`config.mk`:
```
export PLATFORM = sky130hd
export DESIGN_NAME = simple_mc_top
export DESIGN_NICKNAME = d
export VERILOG_FILES = /design/src/hw/rv_pkg.sv /design/src/hw/rv_decode.sv /design/src/hw/rv_alu.sv /design/src/hw/rv_regfile.sv /design/src/hw/multicycle_datapath.sv /design/src/hw/multicycle_control.sv /design/src/hw/simple_mc_top.sv
export SDC_FILE = /design/constraint.sdc
export NUM_CORES = 2
export LEC_CHECK = 0
export BUFFER_PORTS_ARGS = -buffer_cell sky130_fd_sc_hd__buf_2
export CAP_MARGIN = 10
export CELL_PAD_IN_SITES_DETAIL_PLACEMENT = 1
export CELL_PAD_IN_SITES_GLOBAL_PLACEMENT = 1
export CORE_ASPECT_RATIO = 1.75
export CORE_MARGIN = 2
export CORE_UTILIZATION = 35
export DETAILED_ROUTE_END_ITERATION = 8
export PLACE_DENSITY_LB_ADDON = 0.3
export SLEW_MARGIN = 10
export SYNTH_ARGS = -nofsm -noshare
export SYNTH_HDL_FRONTEND = slang
export SYNTH_SLANG_ARGS = --single-unit
```
`constraint.sdc`:
```
create_clock -name clock -period 11.75 [get_ports clock]
set_input_delay 1.175 -clock clock [delete_from_list [all_inputs] [get_ports clock]]
set_output_delay 1.175 -clock clock [all_outputs]
set_load 0.05 [all_outputs]
```
`src/hw/rv_pkg.sv`:
```
// RV32I multicycle core shared definitions
// opcodes, ALU functions, datapath selects and the control/status structs
package rv_pkg;

    localparam int xlen = 32;
    localparam logic [xlen-1:0] reset_pc = 32'h0000_0000;

    typedef enum logic [6:0] {
        opcode_lui    = 7'b0110111,
        opcode_auipc  = 7'b0010111,
        opcode_jal    = 7'b1101111,
        opcode_jalr   = 7'b1100111,
        opcode_branch = 7'b1100011,
        opcode_load   = 7'b0000011,
        opcode_store  = 7'b0100011,
        opcode_op_imm = 7'b0010011,
        opcode_op     = 7'b0110011,
        opcode_system = 7'b1110011
    } opcode_e;

    // branch compares give zero when the condition holds
    typedef enum logic [4:0] {
        alu_add, alu_sub, alu_sll, alu_slt, alu_sltu,
        alu_xor, alu_srl, alu_sra, alu_or, alu_and,
        alu_eq, alu_ne, alu_lt, alu_ge, alu_ltu, alu_geu
    } alu_fn_e;

    typedef enum logic [1:0] {
        opa_rs1, opa_pc, opa_last_pc
    } opa_sel_e;

    typedef enum logic [1:0] {
        opb_rs2, opb_imm, opb_four
    } opb_sel_e;

    typedef enum logic [1:0] {
        wb_alu_out, wb_data, wb_pc, wb_imm
    } wb_sel_e;

    typedef struct packed {
        alu_fn_e  alu_fn;
        opa_sel_e opa_sel;
        opb_sel_e opb_sel;
        logic     next_pc_sel;  // 0 alu result, bit 0 cleared; 1 alu_out
        logic     pc_we;
        logic     last_pc_we;
        logic     alu_out_we;
        logic     inst_we;
        logic     data_we;
        logic     rf_we;
        wb_sel_e  wb_sel;
        logic     addr_sel;     // 0 pc, 1 alu_out
    } dp_ctrl_t;

    typedef struct packed {
        logic [6:0] opcode;
        logic [2:0] funct3;
        logic [6:0] funct7;
        logic       alu_zero;
    } inst_fields_t;

endpackage

```
`src/hw/rv_decode.sv`:
```
// RV32I instruction decoder
// register fields plus the sign-extended immediate of the instruction's format
`timescale 1ns/1ps

module rv_decode (
    input  logic [rv_pkg::xlen-1:0] inst,
    output rv_pkg::inst_fields_t    fields,
    output logic [4:0]              rd,
    output logic [4:0]              rs1,
    output logic [4:0]              rs2,
    output logic [rv_pkg::xlen-1:0] immediate
);
    import rv_pkg::*;

    always_comb begin
        fields.opcode = inst[6:0];
        fields.funct3 = inst[14:12];
        fields.funct7 = inst[31:25];
        // zero flag comes from the alu, merged in the datapath
        fields.alu_zero = 1'b0;
    end

    assign rd  = inst[11:7];
    assign rs1 = inst[19:15];
    assign rs2 = inst[24:20];

    always_comb begin
        case (inst[6:0])
            opcode_store:
                immediate = {{20{inst[31]}}, inst[31:25], inst[11:7]};
            opcode_branch:
                immediate = {{19{inst[31]}}, inst[31], inst[7], inst[30:25],
                             inst[11:8], 1'b0};
            opcode_lui,
            opcode_auipc:
                immediate = {inst[31:12], 12'b0};
            opcode_jal:
                immediate = {{11{inst[31]}}, inst[31], inst[19:12], inst[20],
                             inst[30:21], 1'b0};
            // I-type for op_imm, load, jalr and system
            default:
                immediate = {{20{inst[31]}}, inst[31:20]};
        endcase
    end

endmodule

```
`src/hw/rv_alu.sv`:
```
// RV32I ALU
// arithmetic, logic, shifts, set-less-than and branch compares
`timescale 1ns/1ps

module rv_alu (
    input  rv_pkg::alu_fn_e         alu_fn,
    input  logic [rv_pkg::xlen-1:0] operand_a,
    input  logic [rv_pkg::xlen-1:0] operand_b,
    output logic [rv_pkg::xlen-1:0] result,
    output logic                    result_equal_zero
);
    import rv_pkg::*;

    logic [4:0] shamt;
    logic       less_signed;
    logic       less_unsigned;
    logic       equal;

    assign shamt         = operand_b[4:0];
    assign less_signed   = $signed(operand_a) < $signed(operand_b);
    assign less_unsigned = operand_a < operand_b;
    assign equal         = operand_a == operand_b;

    always_comb begin
        case (alu_fn)
            alu_add:  result = operand_a + operand_b;
            alu_sub:  result = operand_a - operand_b;
            alu_sll:  result = operand_a << shamt;
            alu_slt:  result = {{(xlen-1){1'b0}}, less_signed};
            alu_sltu: result = {{(xlen-1){1'b0}}, less_unsigned};
            alu_xor:  result = operand_a ^ operand_b;
            alu_srl:  result = operand_a >> shamt;
            alu_sra:  result = $unsigned($signed(operand_a) >>> shamt);
            alu_or:   result = operand_a | operand_b;
            alu_and:  result = operand_a & operand_b;
            // compares: a zero result means the branch is taken
            alu_eq:   result = {{(xlen-1){1'b0}}, ~equal};
            alu_ne:   result = {{(xlen-1){1'b0}}, equal};
            alu_lt:   result = {{(xlen-1){1'b0}}, ~less_signed};
            alu_ge:   result = {{(xlen-1){1'b0}}, less_signed};
            alu_ltu:  result = {{(xlen-1){1'b0}}, ~less_unsigned};
            alu_geu:  result = {{(xlen-1){1'b0}}, less_unsigned};
            default:  result = '0;
        endcase
    end

    assign result_equal_zero = (result == '0);

endmodule

```
`src/hw/rv_regfile.sv`:
```
// RV32I register file, 32 x 32
// x0 reads zero, two asynchronous read ports, one synchronous write port
`timescale 1ns/1ps

module rv_regfile (
    input  logic                    clock,
    input  logic                    arst_n,
    input  logic                    write_enable,
    input  logic [4:0]              rd_address,
    input  logic [4:0]              rs1_address,
    input  logic [4:0]              rs2_address,
    input  logic [rv_pkg::xlen-1:0] rd_data,
    output logic [rv_pkg::xlen-1:0] rs1_data,
    output logic [rv_pkg::xlen-1:0] rs2_data
);

    logic [rv_pkg::xlen-1:0] regs [0:31];

    always_ff @(posedge clock or negedge arst_n) begin
        if (!arst_n) begin
            for (int i = 0; i < 32; i++) begin
                regs[i] <= '0;
            end
        end else if (write_enable && rd_address != 5'd0) begin
            regs[rd_address] <= rd_data;
        end
    end

    assign rs1_data = (rs1_address == 5'd0) ? '0 : regs[rs1_address];
    assign rs2_data = (rs2_address == 5'd0) ? '0 : regs[rs2_address];

endmodule

```
`src/hw/multicycle_datapath.sv`:
```
// RV32I multicycle datapath
// pc, instruction, data and operand registers around one shared ALU
`timescale 1ns/1ps

module multicycle_datapath (
    input  logic                    clock,
    input  logic                    arst_n,
    input  rv_pkg::dp_ctrl_t        ctrl,
    input  logic [rv_pkg::xlen-1:0] mem_read_data,
    output logic [rv_pkg::xlen-1:0] mem_address,
    output logic [rv_pkg::xlen-1:0] mem_write_data,
    output rv_pkg::inst_fields_t    status,
    output logic [rv_pkg::xlen-1:0] pc
);
    import rv_pkg::*;

    logic [xlen-1:0] last_pc;
    logic [xlen-1:0] inst;
    logic [xlen-1:0] data;
    logic [xlen-1:0] alu_out;
    logic [xlen-1:0] rs1_q;
    logic [xlen-1:0] rs2_q;

    inst_fields_t    dec_fields;
    logic [4:0]      rd_address;
    logic [4:0]      rs1_address;
    logic [4:0]      rs2_address;
    logic [xlen-1:0] immediate;

    logic [xlen-1:0] rs1_data;
    logic [xlen-1:0] rs2_data;
    logic [xlen-1:0] rd_data;

    logic [xlen-1:0] alu_a;
    logic [xlen-1:0] alu_b;
    logic [xlen-1:0] alu_result;
    logic            alu_zero;
    logic [xlen-1:0] next_pc;

    rv_decode decode0 (
        .inst      (inst),
        .fields    (dec_fields),
        .rd        (rd_address),
        .rs1       (rs1_address),
        .rs2       (rs2_address),
        .immediate (immediate)
    );

    rv_alu alu0 (
        .alu_fn            (ctrl.alu_fn),
        .operand_a         (alu_a),
        .operand_b         (alu_b),
        .result            (alu_result),
        .result_equal_zero (alu_zero)
    );

    rv_regfile regfile0 (
        .clock        (clock),
        .arst_n       (arst_n),
        .write_enable (ctrl.rf_we),
        .rd_address   (rd_address),
        .rs1_address  (rs1_address),
        .rs2_address  (rs2_address),
        .rd_data      (rd_data),
        .rs1_data     (rs1_data),
        .rs2_data     (rs2_data)
    );

    always_ff @(posedge clock or negedge arst_n) begin
        if (!arst_n) begin
            pc      <= reset_pc;
            last_pc <= reset_pc;
        end else begin
            if (ctrl.pc_we) begin
                pc <= next_pc;
            end
            if (ctrl.last_pc_we) begin
                last_pc <= pc;
            end
        end
    end

    always_ff @(posedge clock) begin
        if (ctrl.inst_we) begin
            inst <= mem_read_data;
        end
        if (ctrl.data_we) begin
            data <= mem_read_data;
        end
        if (ctrl.alu_out_we) begin
            alu_out <= alu_result;
        end
        // operands follow the decoded register numbers every cycle
        rs1_q <= rs1_data;
        rs2_q <= rs2_data;
    end

    always_comb begin
        case (ctrl.opa_sel)
            opa_rs1:     alu_a = rs1_q;
            opa_pc:      alu_a = pc;
            opa_last_pc: alu_a = last_pc;
            default:     alu_a = '0;
        endcase
    end

    always_comb begin
        case (ctrl.opb_sel)
            opb_rs2:  alu_b = rs2_q;
            opb_imm:  alu_b = immediate;
            opb_four: alu_b = xlen'(4);
            default:  alu_b = '0;
        endcase
    end

    always_comb begin
        case (ctrl.wb_sel)
            wb_alu_out: rd_data = alu_out;
            wb_data:    rd_data = data;
            wb_pc:      rd_data = pc;
            default:    rd_data = immediate;
        endcase
    end

    // jalr target needs bit 0 cleared, branch and jal targets sit in alu_out
    assign next_pc = ctrl.next_pc_sel ? alu_out : {alu_result[xlen-1:1], 1'b0};

    assign mem_address    = ctrl.addr_sel ? alu_out : pc;
    assign mem_write_data = rs2_q;

    always_comb begin
        status          = dec_fields;
        status.alu_zero = alu_zero;
    end

    a_pc_aligned: assert property (
        @(posedge clock) disable iff (!arst_n) pc[1:0] == 2'b00
    ) else $error("pc lost word alignment: %h", pc);

endmodule

```
`src/hw/multicycle_control.sv`:
```
// RV32I multicycle control
// steps the datapath through fetch, decode, execute, memory and writeback
`timescale 1ns/1ps

module multicycle_control (
    input  logic                 clock,
    input  logic                 arst_n,
    input  rv_pkg::inst_fields_t status,
    output rv_pkg::dp_ctrl_t     ctrl,
    output logic                 mem_write,
    output logic                 halt
);
    import rv_pkg::*;

    typedef enum logic [3:0] {
        st_fetch,
        st_decode,
        st_execute,
        st_mem_addr,
        st_mem_read,
        st_mem_write,
        st_writeback,
        st_branch,
        st_halt
    } state_e;

    state_e  state;
    state_e  next_state;
    alu_fn_e op_fn;
    alu_fn_e branch_fn;
    logic    is_op;

    always_ff @(posedge clock or negedge arst_n) begin
        if (!arst_n) begin
            state <= st_fetch;
        end else begin
            state <= next_state;
        end
    end

    always_comb begin
        next_state = state;
        case (state)
            st_fetch:  next_state = st_decode;
            st_decode: begin
                case (status.opcode)
                    opcode_lui,
                    opcode_jal:    next_state = st_writeback;
                    opcode_auipc,
                    opcode_jalr,
                    opcode_op_imm,
                    opcode_op:     next_state = st_execute;
                    opcode_branch: next_state = st_branch;
                    opcode_load,
                    opcode_store:  next_state = st_mem_addr;
                    // ebreak, other system codes and anything unknown
                    default:       next_state = st_halt;
                endcase
            end
            st_execute:   next_state = st_writeback;
            st_mem_addr:  next_state = (status.opcode == opcode_load) ? st_mem_read
                                                                      : st_mem_write;
            st_mem_read:  next_state = st_writeback;
            st_mem_write: next_state = st_fetch;
            st_writeback: next_state = st_fetch;
            st_branch:    next_state = st_fetch;
            default:      next_state = st_halt;
        endcase
    end

    assign is_op = (status.opcode == opcode_op);

    // funct7 bit 5 picks sub only for register ops, sra for both
    always_comb begin
        case (status.funct3)
            3'b000:  op_fn = (is_op && status.funct7[5]) ? alu_sub : alu_add;
            3'b001:  op_fn = alu_sll;
            3'b010:  op_fn = alu_slt;
            3'b011:  op_fn = alu_sltu;
            3'b100:  op_fn = alu_xor;
            3'b101:  op_fn = status.funct7[5] ? alu_sra : alu_srl;
            3'b110:  op_fn = alu_or;
            default: op_fn = alu_and;
        endcase
    end

    always_comb begin
        case (status.funct3)
            3'b001:  branch_fn = alu_ne;
            3'b100:  branch_fn = alu_lt;
            3'b101:  branch_fn = alu_ge;
            3'b110:  branch_fn = alu_ltu;
            3'b111:  branch_fn = alu_geu;
            default: branch_fn = alu_eq;
        endcase
    end

    always_comb begin
        ctrl = '{alu_fn: alu_add, opa_sel: opa_rs1, opb_sel: opb_rs2,
                 wb_sel: wb_alu_out, default: 1'b0};
        case (state)
            st_fetch: begin
                ctrl.opa_sel    = opa_pc;
                ctrl.opb_sel    = opb_four;
                ctrl.pc_we      = 1'b1;
                ctrl.last_pc_we = 1'b1;
                ctrl.inst_we    = 1'b1;
            end
            // branch and jal target, last_pc + imm
            st_decode: begin
                ctrl.opa_sel    = opa_last_pc;
                ctrl.opb_sel    = opb_imm;
                ctrl.alu_out_we = 1'b1;
            end
            st_execute: begin
                ctrl.alu_out_we = 1'b1;
                case (status.opcode)
                    opcode_op: ctrl.alu_fn = op_fn;
                    opcode_op_imm: begin
                        ctrl.alu_fn  = op_fn;
                        ctrl.opb_sel = opb_imm;
                    end
                    opcode_auipc: begin
                        ctrl.opa_sel = opa_last_pc;
                        ctrl.opb_sel = opb_imm;
                    end
                    default: ctrl.opb_sel = opb_imm;
                endcase
            end
            st_mem_addr: begin
                ctrl.opb_sel    = opb_imm;
                ctrl.alu_out_we = 1'b1;
            end
            st_mem_read: begin
                ctrl.addr_sel = 1'b1;
                ctrl.data_we  = 1'b1;
            end
            st_mem_write: ctrl.addr_sel = 1'b1;
            st_writeback: begin
                ctrl.rf_we = 1'b1;
                case (status.opcode)
                    opcode_lui:  ctrl.wb_sel = wb_imm;
                    opcode_load: ctrl.wb_sel = wb_data;
                    opcode_jal: begin
                        ctrl.wb_sel      = wb_pc;
                        ctrl.pc_we       = 1'b1;
                        ctrl.next_pc_sel = 1'b1;
                    end
                    // link from pc, target rs1 + imm straight from the alu
                    opcode_jalr: begin
                        ctrl.wb_sel  = wb_pc;
                        ctrl.opb_sel = opb_imm;
                        ctrl.pc_we   = 1'b1;
                    end
                    default: ctrl.wb_sel = wb_alu_out;
                endcase
            end
            st_branch: begin
                ctrl.alu_fn      = branch_fn;
                ctrl.next_pc_sel = 1'b1;
                ctrl.pc_we       = status.alu_zero;
            end
            default: begin
            end
        endcase
    end

    assign mem_write = (state == st_mem_write);
    assign halt      = (state == st_halt);

    a_no_rf_and_store: assert property (
        @(posedge clock) disable iff (!arst_n) !(ctrl.rf_we && mem_write)
    ) else $error("register write and store in the same cycle");

    a_halt_sticky: assert property (
        @(posedge clock) disable iff (!arst_n) halt |=> halt
    ) else $error("halt dropped without reset");

endmodule

```
`src/hw/simple_mc_top.sv`:
```
// RV32I multicycle core top
// control and datapath joined, one word-wide memory port
`timescale 1ns/1ps

module simple_mc_top (
    input  logic                    clock,
    input  logic                    arst_n,
    input  logic [rv_pkg::xlen-1:0] mem_read_data,
    output logic [rv_pkg::xlen-1:0] mem_address,
    output logic [rv_pkg::xlen-1:0] mem_write_data,
    output logic                    mem_write,
    output logic                    halt,
    output logic [rv_pkg::xlen-1:0] pc
);
    import rv_pkg::*;

    dp_ctrl_t     ctrl;
    inst_fields_t status;

    multicycle_control control0 (
        .clock     (clock),
        .arst_n    (arst_n),
        .status    (status),
        .ctrl      (ctrl),
        .mem_write (mem_write),
        .halt      (halt)
    );

    multicycle_datapath datapath0 (
        .clock          (clock),
        .arst_n         (arst_n),
        .ctrl           (ctrl),
        .mem_read_data  (mem_read_data),
        .mem_address    (mem_address),
        .mem_write_data (mem_write_data),
        .status         (status),
        .pc             (pc)
    );

endmodule

```
Word-level counts from Yosys, hierarchy flattened
Index checks and enable logic that the tools add are counted.
{ "op_classes": {"add_sub_neg": 2, "order_cmp": 6, "n_eq_ne": 46, "shift": 3, "muxes": 40, "bitwise": 9, "n_reduce_logical": 26} }
{ "ops": {"columns": ["op", "count"], "rows": [
  ["bitwise mux 1024 bit", 1],
  ["one-hot mux 32 bit (14 select lines)", 1],
  ["binary-select mux 32 bit (select 5 bit)", 2],
  ["one-hot mux 32 bit (3 select lines)", 3],
  ["two-way mux 32 bit", 7],
  ["demux 32 bit (select 5 bit)", 1],
  ["one-hot mux 31 bit (4 select lines)", 1],
  ["< comparator 32 bit", 2],
  ["== test 5 x 4 -> 1 bit, second input constant", 8],
  ["one-hot mux 5 bit (7 select lines)", 1],
  ["adder 32 bit", 1],
  ["bitwise AND 32 bit", 1],
  ["== test 32 bit", 1],
  ["zero test 32 bit", 1],
  ["bitwise OR 32 bit", 1],
  ["left shift 32 x 5 -> 32 bit", 1],
  ["right shift 32 x 5 -> 32 bit", 1],
  [">>> shifter 32 x 5 -> 32 bit", 1],
  ["subtractor 32 bit", 1],
  ["bitwise XOR 32 bit", 1],
  ["== test 7 x 6 -> 1 bit, second input constant", 3],
  ["== test 7 bit, second input constant", 3],
  ["== test 5 x 3 -> 1 bit, second input constant", 4],
  ["one-hot mux 4 bit (5 select lines)", 1],
  ["37 further kinds", 84]
]} }
{ "word_totals": {"ff_bits": 1252, "in_bits": 34} }

Longest topological paths before layout
{ "logic_depth": {"depth_word": 11, "ltp_mapped": 26} }

Cells and area by module
From an unflattened synthesis, not the netlist that was laid out.
{ "unflattened": {"hier_cells": 6027, "hier_area_um2": 75398.6} }
{ "modules_own_cells": {"columns": ["module", "instances", "cells_each", "area_per_inst_um2", "seq_area_each_um2"], "rows": [
  ["rv_regfile", 1, 3794, 54523.5, 25624.6],
  ["rv_alu", 1, 1457, 10408.7, 0.0],
  ["multicycle_datapath", 1, 594, 9146.3, 5765.5],
  ["multicycle_control", 1, 98, 675.6, 100.1],
  ["rv_decode", 1, 84, 644.4, 0.0]
]} }

Worst setup path after synthesis
Ideal clock, no wire load.
{ "synth_timing": {"kind": "flip-flop to flip-flop", "from": "register control0.state[0]", "to": "register datapath0.pc[21] (netlist name)", "arrival_ps": 6207, "required_ps": 11625, "path_slack_ps": 5419, "stages_incl_launch_ff": 22, "path_buffers": 6, "cell_sequence": "dfrtp_1 > buf_1 > o21a_1 > a21oi_4 > buf_2 > mux2i_1 > buf_2 > buf_1 > clkbuf_1 > ha_1 > clkbuf_1 > nor2_1 > a211oi_1 > a211oi_1 > or4_1 > o211ai_1 > o31ai_1 > xor2_1 > nor2_1 > or4_4 > mux2_2 > mux2_2"} }
{ "synth_between": {"elab_cells_between_ends": 55, "cone_classes": "add/sub (2); order compare (2); eq/ne (25); shift (3); mux (9); bitwise (6); reduce/logical (8)"} }
{ "synth_lines": {"columns": ["element", "line_no", "rtl"], "rows": [
  ["start, declared", "multicycle_control.sv:27", "state_e state;"],
  ["start signal, assigned", "multicycle_control.sv:35", "state <= st_fetch;"],
  ["start signal, assigned", "multicycle_control.sv:37", "state <= next_state;"],
  ["== test 4 x 2 -> 1 bit or == test 4 x 1 -> 1 bit (tied branches)", "multicycle_control.sv:101", "case (state)"],
  ["OR reduction 2 bit (no source line)", null, null],
  ["one-hot mux 2 bit (4 select lines)", "multicycle_control.sv:101", null],
  ["== test 2 bit (tied with other cells)", "multicycle_datapath.sv:108", "case (ctrl.opb_sel)"],
  ["one-hot mux 32 bit (3 select lines)", "multicycle_datapath.sv:108", null],
  ["subtractor 32 bit (tied with other cells)", "rv_alu.sv:27", "alu_sub: result = operand_a - operand_b;"],
  ["one-hot mux 32 bit (14 select lines) *", "rv_alu.sv:25", "case (alu_fn)"],
  ["via datapath0.alu0.result, one bit", "rv_alu.sv:9", "output logic [rv_pkg::xlen-1:0] result,"],
  ["zero test 32 bit", "rv_alu.sv:47", "assign result_equal_zero = (result == '0);"],
  ["one-hot mux 1 bit (3 select lines)", "multicycle_control.sv:101", null],
  ["end signal, assigned", "multicycle_datapath.sv:71", "pc <= reset_pc;"],
  ["end signal, assigned", "multicycle_datapath.sv:75", "pc <= next_pc;"],
  ["end, declared", "multicycle_datapath.sv:13", "output logic [rv_pkg::xlen-1:0] pc"]
]} }
The timed path passes the listed nets; every way through them passes the cells marked *.
A chain may end at the register's enable or synchronous reset.

Worst setup path in the final report
{ "layout_timing": {"from": "register control0.state[1]", "to": "register datapath0.pc[28] (netlist name)"} }
{ "layout_between": {"elab_chain_cells": 10, "elab_cells_between_ends": 55, "cone_classes": "add/sub (2); order compare (2); eq/ne (25); shift (3); mux (9); bitwise (6); reduce/logical (8)"} }
{ "layout_lines": {"columns": ["element", "line_no", "rtl"], "rows": [
  ["== test 4 x 2 -> 1 bit or == test 4 x 1 -> 1 bit (tied branches)", "multicycle_control.sv:101", null],
  ["OR reduction 2 bit (no source line)", null, null],
  ["one-hot mux 2 bit (4 select lines)", "multicycle_control.sv:101", null],
  ["== test 2 bit (tied with other cells)", "multicycle_datapath.sv:108", null],
  ["one-hot mux 32 bit (3 select lines)", "multicycle_datapath.sv:108", null],
  ["< comparator 32 bit (tied with other cells)", "rv_alu.sv:21", "assign less_unsigned = operand_a < operand_b;"],
  ["NOT 1 bit, on equally long branches", "rv_alu.sv:41, rv_alu.sv:37, rv_alu.sv:39", null],
  ["one-hot mux 32 bit (14 select lines)", "rv_alu.sv:25", null],
  ["zero test 32 bit", "rv_alu.sv:47", null],
  ["one-hot mux 1 bit (3 select lines)", "multicycle_control.sv:101", null]
]} }
Parallel ways exist; a longest one is shown, timed or not.

==> metrics.md <==
| Metric | Value |
|---|---|
| Worst VDD drop | `0.123 mV` |
| Sequential power share | `49.3%` |
| Sequential share of the synthesized area | `44.0%` |
| Crit Path Category | `reg -> reg` |
| Slowest cell on crit path | `o21ai_2` |
| NetSw | `0.00219 W` |
| Antenna violations before repair | `57` |
| Pleak | `33.6 nW` |
| Hold_buf cts | `0` |
| Netlist cell types | `99` |
| RSZ-0062 raised after global routing | `no` |
| Worst Setup SP | `control0.state[1]` |
| Yosys synthesis warning count | `0` |
| Number of global-route vias before repair | `62,500` |
| Setup Fix Bufs, Post-CTS | `0` |
| Ports | `132` |
| Post-DP HPWL | `248,000 um` |
| Post-DRT Antenna Nets | `0` |
| PD cells | `111 nW/um2` |
| Mean Syn Cell Area | `10.6 um2` |
| Cts repair resizes | `0` |
| Non-filler cells, final | `9,391` |
| Clock Sinks | `1,252` |
| Top_reg_cell synth | `dfrtp_1` |
| Critical path peak fanout | `45` |
| Achievable frequency | `0.129 GHz` |
| Initial drt markers | `4,970` |
| Count leader, synth | `nand2_1` |
| Multi-input logic area | `37,800 um2` |
| Cell Rows | `219` |
| All-Layer GR Usage | `34.9%` |
| Global-route wire length before repair | `509,000 um` |
| CP most frequent cell | `buf_4` |
| Kind of end point of the critical path | `flop` |
| Fin crit share | `66.2%` |
| Synth async-reset ratio | `87.2%` |
| Reg2Reg Setup Slack | `3.98 ns` |
| CP delay by family, top | `compound AO/OA/AOI/OAI gates` |
| Crit-path max cell delay | `0.74 ns` |
| Synthesized Nets | `6,908` |
| Synth area leader | `dfrtp_1` |
| RR Endpoint | `datapath0.pc[28]` |
| Power share of the combinational group | `4.3%` |
| Total grt overflow | `0` |
| Register area | `31,500 um2` |
| Arrival time of the worst setup path | `8.44 ns` |
| Vias | `59,300` |
| Gate Count Post-Synth | `6,773` |
| R2R cell count | `20` |
| Crit path required time | `12.42 ns` |
| Post-Route WL | `361,000 um` |
| TritonRoute pass-1 iters | `6` |
| DRC | `0` |
| Endpoints failing setup | `0` |
| Buffers and inverters on the worst path | `6` |
| Syn-to-layout area delta | `11.5%` |
| Ratio of cells with drive above 1 in the final layout | `21.3%` |
| Setup TNS | `0 ns` |
| Fill count | `22,100` |
| Hold/Removal Path Class | `in -> async` |
| Setup Skew | `0.0688 ns` |
| Synthesized area | `71,600 um2` |
| Clock-pin slew on the worst setup and hold paths | `0.08 ns` |
| Starting Density | `35.2%` |
| Status | `completed` |
| DIE AREA | `208,000 um2` |
| Worst slew pin tran | `1.42 ns` |
| Core area | `203,000 um2` |
| Top post-synthesis cells by count | `1,261 x nand2_1, 1,144 x o21ai_0, 1,092 x dfrtp_1` |
| Die width | `346 um` |
| Post-synth EDFFs | `96` |
| CTS tree | `done` |
| Switching part of the total power | `24.7%` |
| Dpl cells | `9,117` |
| Nets | `6,732` |
| Root buffer cell | `clkbuf_16` |
| Worst-Skew Late Latency | `0.80 ns` |
| # Max-Cap Violations | `0` |
| Port Buffers | `131` |
| Area contributors post-synth | `dfrtp_1 38%, mux4_2 21%, o21ai_0 8.0%, nand2_1 6.6%, edfxtp_1 4.0%` |
| CTS Buffer Depth | `3` |
| CTS Buf Count | `121` |
| Endpoints failing hold | `0` |
| Slew HR | `4.93%` |
| WL per Instance | `38.5 um` |
| Int Pwr | `0.00669 W` |
| CP endpoint | `datapath0.pc[28]` |
| Max H-tree Level | `3` |
| Final Slew Violations | `0` |
| Via density | `6.32` |
| FF-to-FF Start | `control0.state[1]` |
| Post-synth top area share | `38.1%` |
| Clk pwr share | `46.4%` |
| Crit-path cells | `or4b_2, nor4_4, buf_4, buf_4, a221oi_2, buf_4, inv_1, ha_1, nand2b_1, a21oi_1, o2111ai_1, a21oi_1, nor2b_1, o21ai_2, buf_4, xnor2_1, o221ai_1, o21ai_4, buf_4, mux2_2` |
| Largest net degree at the start of global routing | `169` |
| Cell count along the critical path | `20` |
| Final min period | `7.77 ns` |
| CP startpoint kind | `flop` |
| Die height | `602 um` |
| Yosys reg bits | `1,252` |
| Placer Congestion | `1.07` |
[layer usage]
layer  global-route usage [%]  routed length (um)  vias to the layer above
li1                         -                   -                    24600
met2                     57.3              175000                     2440
met1                     37.3              125000                    31200
met4                     31.6               38900                       14
met5                        0                 103                        -
met3                     8.43               22200                     1132
[cell type report]
class                           count  share of cell area [%]
Inverter                          117                   0.553
Timing Repair Buffer              379                    3.30
Clock inverter                     55                   0.661
Tap cell                         2652                    4.16
Clock buffer                      173                    4.44
Antenna cell                       37                   0.116
Sequential cell                  1252                    39.4
Multi-Input combinational cell   4726                    47.3
[registers in the layout, indices dropped and copies added, names as in the netlist]
| signal | cells |
|---|---|
| control0.state | 4 |
| datapath0.alu_out | 32 |
| datapath0.data | 32 |
| datapath0.inst | 32 |
| datapath0.last_pc | 32 |
| datapath0.mem_write_data | 32 |
| datapath0.pc | 32 |
| datapath0.regfile0.regs | 1024 |
| datapath0.rs1_q | 32 |
[through the flow]
step	setup slack [ns]	power, W	hold slack (ns)	instance area, um2	utilization, %
after floorplan	5.42	0.00461	0.441	71600	-
after global placement	4.06	0.00483	0.376	75400	37.1
after detailed placement	4.07	0.00483	0.384	75500	37.1
after CTS	4.00	0.00895	0.398	79600	39.1
after global routing	3.91	0.00911	0.412	79800	39.2
final	3.98	0.00888	0.387	79800	39.3
[how the worst min path moves through the flow]
| stage | end | cells after the start |
|---|---|---|
| after global placement | datapath0.regfile0.regs[1001] | 0 |
| after floorplan | datapath0.regfile0.regs[1000] | 1 |
| after detailed placement | datapath0.regfile0.regs[994] | 0 |
| after CTS | datapath0.regfile0.regs[858] | 1 |
| final | datapath0.regfile0.regs[858] | 1 |
| after global routing | datapath0.regfile0.regs[1018] | 0 |
[cells by family after synthesis]
family          share of synthesized area [%]
buf+inv                                  4.31
fa+ha+maj                                1.78
xor+xnor                                0.318
flops                                    44.0
compound gates                           15.5
mux                                      23.5
simple gates                             10.6
[power by group through the flow]
stage	clock network, W	logic [W]	registers, W
2_1_floorplan	0	0.000161	0.00445
3_3_place_gp	0	0.000371	0.00446
3_5_place_dp	0	0.000371	0.00446
4_1_cts	0.00420	0.000373	0.00438
5_1_grt	0.00434	0.000398	0.00437
6_report	0.00412	0.000379	0.00438
[layout by cell type (no fill, tap or decap), types with 124 or more instances in the layout]
master     count
nand2_1     1230
o21ai_0     1137
dfrtp_1     1091
mux4_2       654
nor2_1       311
buf_4        236
a21oi_1      173
mux2i_1      139
buf_2        130
clkbuf_16    124
No activity file was read; power rests on OpenSTA's default activity.
